**src/rtl/lc3b_defines.svh**
```systemverilog
`ifndef LC3B_DEFINES_SVH
`define LC3B_DEFINES_SVH

// Datapath widths
`define LC3B_WORD_W 16
`define LC3B_TAG_W 3

// Load/store buffer
`define LDSTR_DEPTH 8

// Data memory model
// Latency counts cycles from the edge that sees the strobe to the response
`define DMEM_LATENCY 2
`define DMEM_WORDS 256

`endif

```
**src/rtl/lc3b_types.sv**
```systemverilog
`include "lc3b_defines.svh"

package lc3b_types;

typedef logic [`LC3B_WORD_W-1:0] lc3b_word;
typedef logic [`LC3B_TAG_W-1:0] lc3b_tag;

typedef enum logic {
	op_ldr,
	op_str
} lc3b_opcode;

// One broadcast on the common data bus
typedef struct packed {
	logic     valid;
	lc3b_tag  tag;
	lc3b_word value;
} cdb_t;

// Dispatched load or store with the offset already sign-extended and scaled
typedef struct packed {
	lc3b_opcode opcode;
	lc3b_tag    dest;
	lc3b_word   base;
	logic       base_valid;
	lc3b_tag    base_tag;
	lc3b_word   src;
	logic       src_valid;
	lc3b_tag    src_tag;
	lc3b_word   offset;
} ldstr_issue_t;

typedef enum logic [2:0] {
	idle,
	wait_opnd,
	ready,
	mem_wait,
	done
} res_state_t;

endpackage

```
**src/rtl/ldstr_buffer.sv**
```systemverilog
`timescale 1ns/100ps
`include "lc3b_defines.svh"

module ldstr_buffer import lc3b_types::*;
(
	input  logic         clk,
	input  logic         arst_n,
	input  logic         flush,
	input  logic         we,
	input  ldstr_issue_t issue,
	input  logic         ld_buffer_read,
	input  cdb_t         cdb_in,
	input  logic         dmem_resp,
	input  lc3b_word     dmem_rdata,
	output logic         dmem_read,
	output logic         dmem_write,
	output lc3b_word     dmem_addr,
	output lc3b_word     dmem_wdata,
	output logic         full,
	output cdb_t         cdb_out
);

logic [`LDSTR_DEPTH-1:0] alloc_onehot;
logic [`LDSTR_DEPTH-1:0] free_onehot;
logic [`LDSTR_DEPTH-1:0] busy_vec;
logic [`LDSTR_DEPTH-1:0] st_read;
logic [`LDSTR_DEPTH-1:0] st_write;
lc3b_word st_addr [`LDSTR_DEPTH];
lc3b_word st_wdata [`LDSTR_DEPTH];
cdb_t st_result [`LDSTR_DEPTH];
lc3b_tag head;
logic retire;
logic head_resp;
logic stale_resp;

ldstr_decoder u_decoder (
	.clk,
	.arst_n,
	.flush,
	.we,
	.retire,
	.alloc_onehot,
	.free_onehot,
	.head,
	.full
);

// ********************************************************************
// Reservation stations
// ********************************************************************

genvar i;
generate
	for (i = 0; i < `LDSTR_DEPTH; i++)
	begin : g_rs
		ldstr_res_station u_rs (
			.clk,
			.arst_n,
			.clear(flush | free_onehot[i]),
			.alloc(alloc_onehot[i]),
			.issue,
			.cdb_in,
			.at_head(head == lc3b_tag'(i)),
			.dmem_resp(head_resp && head == lc3b_tag'(i)),
			.dmem_rdata,
			.mem_read(st_read[i]),
			.mem_write(st_write[i]),
			.mem_addr(st_addr[i]),
			.mem_wdata(st_wdata[i]),
			.result(st_result[i]),
			.busy(busy_vec[i])
		);
	end
endgenerate

// ********************************************************************
// Head select
// ********************************************************************

// Hold off memory until the answer to an access cut by flush has passed
assign dmem_read = st_read[head] && !stale_resp;
assign dmem_write = st_write[head] && !stale_resp;
assign dmem_addr = st_addr[head];
assign dmem_wdata = st_wdata[head];
assign cdb_out = st_result[head];

assign head_resp = dmem_resp && !stale_resp;
assign retire = (head_resp && st_write[head]) || (ld_buffer_read && st_result[head].valid);

always_ff @(posedge clk or negedge arst_n)
begin
	if (!arst_n)
		stale_resp <= 1'b0;
	else if (flush && (dmem_read || dmem_write) && !dmem_resp)
		stale_resp <= 1'b1;
	else if (dmem_resp)
		stale_resp <= 1'b0;
end

a_no_issue_when_full: assert property (@(posedge clk) disable iff (!arst_n)
	we |-> !full);

// Tail must never wrap onto a live entry
a_alloc_free_entry: assert property (@(posedge clk) disable iff (!arst_n)
	(alloc_onehot & busy_vec) == '0);

endmodule

```
**src/rtl/ldstr_decoder.sv**
```systemverilog
`timescale 1ns/100ps
`include "lc3b_defines.svh"

module ldstr_decoder import lc3b_types::*;
(
	input  logic                    clk,
	input  logic                    arst_n,
	input  logic                    flush,
	input  logic                    we,
	input  logic                    retire,
	output logic [`LDSTR_DEPTH-1:0] alloc_onehot,
	output logic [`LDSTR_DEPTH-1:0] free_onehot,
	output lc3b_tag                 head,
	output logic                    full
);

localparam int CNT_W = $clog2(`LDSTR_DEPTH + 1);
localparam lc3b_tag LAST = lc3b_tag'(`LDSTR_DEPTH - 1);

lc3b_tag tail;
logic [CNT_W-1:0] count;
logic do_alloc;

// Issue is dropped during a flush cycle
assign do_alloc = we && !full && !flush;
assign full = (count == CNT_W'(`LDSTR_DEPTH));

always_comb
begin
	alloc_onehot = '0;
	free_onehot = '0;
	if (do_alloc)
		alloc_onehot[tail] = 1'b1;
	if (retire)
		free_onehot[head] = 1'b1;
end

always_ff @(posedge clk or negedge arst_n)
begin
	if (!arst_n)
	begin
		tail <= '0;
		head <= '0;
		count <= '0;
	end
	else if (flush)
	begin
		tail <= '0;
		head <= '0;
		count <= '0;
	end
	else
	begin
		if (do_alloc)
			tail <= (tail == LAST) ? '0 : tail + 1'b1;
		if (retire)
			head <= (head == LAST) ? '0 : head + 1'b1;
		count <= count + CNT_W'(do_alloc) - CNT_W'(retire);
	end
end

a_count_bound: assert property (@(posedge clk) disable iff (!arst_n)
	count <= CNT_W'(`LDSTR_DEPTH));

endmodule

```
**src/rtl/ldstr_res_station.sv**
```systemverilog
`timescale 1ns/100ps

module ldstr_res_station import lc3b_types::*;
(
	input  logic         clk,
	input  logic         arst_n,
	input  logic         clear,
	input  logic         alloc,
	input  ldstr_issue_t issue,
	input  cdb_t         cdb_in,
	input  logic         at_head,
	input  logic         dmem_resp,
	input  lc3b_word     dmem_rdata,
	output logic         mem_read,
	output logic         mem_write,
	output lc3b_word     mem_addr,
	output lc3b_word     mem_wdata,
	output cdb_t         result,
	output logic         busy
);

res_state_t state;
ldstr_issue_t ent;
ldstr_issue_t snoop;
lc3b_word ld_data;
logic take;
logic opnd_ok;
logic mem_phase;

assign take = (state == idle) && alloc;

// ********************************************************************
// Operand capture including the allocating cycle
// ********************************************************************

always_comb
begin
	snoop = take ? issue : ent;
	if (!snoop.base_valid && cdb_in.valid && cdb_in.tag == snoop.base_tag)
	begin
		snoop.base = cdb_in.value;
		snoop.base_valid = 1'b1;
	end
	if (!snoop.src_valid && cdb_in.valid && cdb_in.tag == snoop.src_tag)
	begin
		snoop.src = cdb_in.value;
		snoop.src_valid = 1'b1;
	end
	// Loads never need the source operand
	opnd_ok = snoop.base_valid && (snoop.opcode == op_ldr || snoop.src_valid);
end

always_ff @(posedge clk or negedge arst_n)
begin
	if (!arst_n)
		state <= idle;
	else if (clear)
		state <= idle;
	else
	begin
		case (state)
			idle:      if (alloc) state <= opnd_ok ? ready : wait_opnd;
			wait_opnd: if (opnd_ok) state <= ready;
			ready:     if (at_head) state <= mem_wait;
			mem_wait:  if (dmem_resp) state <= (ent.opcode == op_ldr) ? done : idle;
			done:      state <= done;
			default:   state <= idle;
		endcase
	end
end

always_ff @(posedge clk)
begin
	if (take || state == wait_opnd)
		ent <= snoop;
	if (state == mem_wait && dmem_resp)
		ld_data <= dmem_rdata;
end

// ********************************************************************
// Memory side and result
// ********************************************************************

assign mem_phase = at_head && (state == ready || state == mem_wait);
assign mem_read = mem_phase && ent.opcode == op_ldr;
assign mem_write = mem_phase && ent.opcode == op_str;
assign mem_addr = ent.base + ent.offset;
assign mem_wdata = ent.src;
assign busy = (state != idle);

always_comb
begin
	result.valid = (state == done);
	result.tag = ent.dest;
	result.value = ld_data;
end

a_one_strobe: assert property (@(posedge clk) disable iff (!arst_n)
	!(mem_read && mem_write));

// An access in flight must keep the head until memory answers
a_wait_at_head: assert property (@(posedge clk) disable iff (!arst_n)
	state == mem_wait |-> at_head);

endmodule

```
**config.mk**
```make
export PLATFORM = sky130hd
export DESIGN_NAME = ldstr_buffer
export DESIGN_NICKNAME = d
export VERILOG_FILES = /design/src/rtl/lc3b_types.sv /design/src/rtl/ldstr_buffer.sv /design/src/rtl/ldstr_decoder.sv /design/src/rtl/ldstr_res_station.sv
export VERILOG_INCLUDE_DIRS = /design/src /design/src/rtl
export SDC_FILE = /design/constraint.sdc
export NUM_CORES = 1
export LEC_CHECK = 0
export ABC_AREA = 1
export BUFFER_PORTS_ARGS = -buffer_cell sky130_fd_sc_hd__clkbuf_2
export CORE_MARGIN = 2
export CORE_UTILIZATION = 45
export DETAILED_ROUTE_END_ITERATION = 6
export PLACE_DENSITY_LB_ADDON = 0.1
export SETUP_SLACK_MARGIN = 0.3
export SYNTH_ARGS = -nofsm -noshare
export SYNTH_HDL_FRONTEND = slang
export SYNTH_SLANG_ARGS = --single-unit
```
**constraint.sdc**
```tcl
create_clock -name clk -period 3.4 [get_ports clk]
set_input_delay 0.17 -clock clk [delete_from_list [all_inputs] [get_ports clk]]
set_output_delay 0.17 -clock clk [all_outputs]
set_load 0.02 [all_outputs]
```
==> impl_metrics.env <==
export IMPL_finalNetCount=4239
export IMPL_syn_area_um2=35360
export IMPL_cts_root_buf="clkbuf_16"
export IMPL_finalWeightedCongestion=0.9476
export IMPL_dr_pass1_iters=5
export IMPL_portBuffers=156
export IMPL_synth_nets=4018
export IMPL_cp_top_family="simple AND/OR/NAND/NOR gates"
export IMPL_tritoncts="done"
export IMPL_finalMaxSlewViolations=0
export IMPL_stdcell_area_um2=42110
export IMPL_max_clock_freq_mhz=320.6
export IMPL_period_minus_slack_ns=3.119
export IMPL_async_flop_share_pct=5.443
export IMPL_critPathCaptureType="output port"
export IMPL_syn_mean_instance_area_um2=9.368
export IMPL_cp_common_cell="nand2_2"
export IMPL_ant_nets=0
export IMPL_final_cells=5094
export IMPL_grt_pass1_vias=27800
export IMPL_cp_required_ns=3.23
export IMPL_insertion_delay_ns=0.67
export IMPL_worst_pin_slew_ns=0.9939
export IMPL_outcome="finished, final reports clean"
export IMPL_wl_per_cell_um=23.08
export IMPL_grt_usage_pct=28.63
export IMPL_drc=0
export IMPL_ys_flop_type="edfxtp_1"
export IMPL_start_kind="flop"
export IMPL_dp_hpwl_um=79620
export IMPL_vdd_drop_max_mv=0.4327
export IMPL_startpoint="g_rs[3].u_rs.ent[0]"
export IMPL_wl_met2_um=57740
export IMPL_worst_path_buf_inv=2
export IMPL_num_io_pins=157
export IMPL_synth_seq_cells=643
export IMPL_setup_violations=0
export IMPL_max_stage_delay_ns=0.36
export IMPL_slowest_stage="fa_2"
export IMPL_rsz0062_at_grt="true"
export IMPL_gr_total_overflow=0
export IMPL_cellPowerDensity_nw_per_um2=617.5
export IMPL_r2r_slack_ns=0.42
export IMPL_die_area_um2=80830
export IMPL_placed_cells=4859
export IMPL_rows=102
export IMPL_drt_total_wl_um=117500
export IMPL_ys_seq_area_share_pct=54.12
export IMPL_vias_per_cell=5.749
export IMPL_period_share_pct=91.73
export IMPL_timing_rr_end="u_decoder.count[2]"
export IMPL_filler_cell_count=7144
export IMPL_total_power_mw=26.00
export IMPL_max_cap_viol_count=0
export IMPL_cts_buffers=75
export IMPL_dieWidth_um=284.3
export IMPL_hold_violations=0
export IMPL_skew_ns=0.04654
export IMPL_pre_cts_ws_ns=0.1808
export IMPL_cp_arrival_ns=2.95
export IMPL_h_tree_depth=3
export IMPL_post_route_util_pct=54.27
export IMPL_synth_distinct_cells=55
export IMPL_dr_wl_met3_um=7631
export IMPL_crit_fanout=3
export IMPL_crit_chain="ha_2 -> inv_2 -> fa_2 -> nor2_4 -> o21ai_2 -> nand2_2 -> nand2_2 -> a21oi_2 -> o21ai_1 -> xor2_1 -> nand2_1 -> nand3_2 -> nand4_1 -> clkbuf_8"
export IMPL_critPathKind="flop to output port"
export IMPL_final_cell_mix="nand2_1 (706), edfxtp_1 (608), nand3_1 (483), o21ai_0 (338), inv_1 (307)"
export IMPL_initial_core_util_pct=45.57
export IMPL_numClockSinks=643
export IMPL_antenna_found_initial=9
export IMPL_coreArea_um2=77590
export IMPL_syn2layout_area_growth_pct=19.10
export IMPL_dpl_cell_area_um2=37500
export IMPL_dieHeight_um=284.3
export IMPL_clk_pin_slew_ns=0.06
export IMPL_drive_above_1_share_pct=18.36
export IMPL_r2r_cells=15
export IMPL_drtIter0Drc=2341
export IMPL_wl_met1_um=48040
export IMPL_slew_headroom_pct=33.67
export IMPL_setup_slack_ns=0.2813
export IMPL_cts_buffer_depth=3
export IMPL_tns_ns=0
export IMPL_rr_startpoint="u_decoder.head[2]"
export IMPL_final_common_cell="nand2_1"
export IMPL_hp_class="input port to flop"
export IMPL_yosys_warnings=0
export IMPL_grt_first_pass_wirelength_um=174100
export IMPL_p_leak_nw=16.65
export IMPL_top_layer="met5"
export IMPL_crit_cells=14
export IMPL_syn_instance_count=3774
export IMPL_fin_hold_ws_ns=0.06775
export IMPL_num_vias=29280
export IMPL_synth_edff_count=608
export IMPL_grt_max_degree=65
export IMPL_crit_end="dmem_addr[10]"
[worst register-to-register path, cell delays in order (launching register included)]
cell,delay [ns]
dfrtp_2,0.49
inv_2,0.13
nand2_2,0.12
nor2_4,0.18
o21ai_0,0.23
nand2_1,0.15
nor4_2,0.06
buf_4,0.13
nand2_1,0.12
nand2_2,0.12
ha_1,0.29
inv_1,0.04
ha_1,0.22
fa_1,0.41
xnor2_1,0.15
nor2_1,0.05
[Yosys cell counts (12+ instances only)]
cell type | count | share of area (%)
inv_1 | 319 | 3.4
xor2_1 | 21 | 0.52
dfrtp_1 | 35 | 2.5
buf_1 | 55 | 0.58
nand3_1 | 501 | 7.1
ha_1 | 133 | 4.7
clkbuf_1 | 116 | 1.2
nor2_1 | 164 | 1.7
a221oi_1 | 37 | 0.92
xnor2_1 | 20 | 0.50
a22o_1 | 22 | 0.54
a21oi_1 | 204 | 2.9
o22ai_1 | 12 | 0.21
a21o_1 | 32 | 0.68
nand4_1 | 56 | 0.99
nand2_1 | 737 | 7.8
a22oi_1 | 43 | 0.91
o21ai_0 | 412 | 5.8
nor2_2 | 26 | 0.46
nand2_2 | 27 | 0.48
buf_2 | 20 | 0.28
edfxtp_1 | 608 | 52
inv_2 | 13 | 0.14
nor3_1 | 31 | 0.44
[final cells by class]
cell class / instances / area (um2) / share of cell area [%]
clock inverters: 48 / 558.0 / 1.325
inverters: 341 / 1291 / 3.067
diodes: 1 / 2.502 / 0.005943
repair buffers: 340 / 2499 / 5.934
multi-input cells: 2594 / 15400 / 36.57
flip-flops and latches: 643 / 19140 / 45.45
clock buffers: 87 / 1922 / 4.564
well taps: 1040 / 1301 / 3.090
[per-layer routing]
metal,global-route usage [%],vias up
met4,9.711,6
met5,0,-
li1,-,13830
met2,49.34,1151
met3,3.989,231
met1,37.02,14060
[report_power, final]
part / internal [mW] / switching (mW)
Combinational: 2.57 / 5.74
Sequential: 9.35 / 0.207
Clock: 4.59 / 3.55
Total: 16.5 / 9.49
[timing repair]
action	4_1_cts	5_1_grt
gates resized for setup	138	198
hold buffers	59	1
endpoints found under the setup margin	50	558
setup buffers	14	25
pin swaps	34	83
endpoints found under the hold margin	425	3
gates cloned	0	0
[worst min-delay path by stage]
stage	cells after the start	end	slack [ns]	from
floorplan	0	g_rs[0].u_rs.state[0]	-0.13	arst_n
global placement	2	g_rs[2].u_rs.state[1]	0.28	arst_n
detailed placement	2	g_rs[2].u_rs.state[1]	0.28	arst_n
CTS	1	g_rs[4].u_rs.ent[11]	0.001	issue[11]
global route	1	g_rs[5].u_rs.ent[15]	0.04	issue[15]
finish	1	g_rs[3].u_rs.ent[15]	0.07	issue[15]
[cell families (layout without fill, tap and decap cells)]
| family | after synthesis | count (layout) | synth area share, % |
|---|---|---|---|
| buffers and inverters | 537 | 816 | 5.874 |
| adders and majority gates | 142 | 142 | 5.216 |
| muxes | 1 | 1 | 0.03185 |
| xor gates and xnor gates | 41 | 41 | 1.016 |
| other | 0 | 1 | 0 |
| and+or+nand+nor | 1584 | 1584 | 20.37 |
| DFF | 643 | 643 | 54.12 |
| AOI/OAI and AO/OA | 826 | 826 | 13.38 |
[sequential cells by signal (all words and copies together), names as in the netlist]
register             flops
stale_resp               1
g_rs.u_rs.mem_wdata    128
u_decoder.count          4
g_rs.u_rs.result        24
g_rs.u_rs.ld_data      128
g_rs.u_rs.state         24
g_rs.u_rs.ent          328
u_decoder.head           3
u_decoder.tail           3
Power figures use the tool's default switching activity.
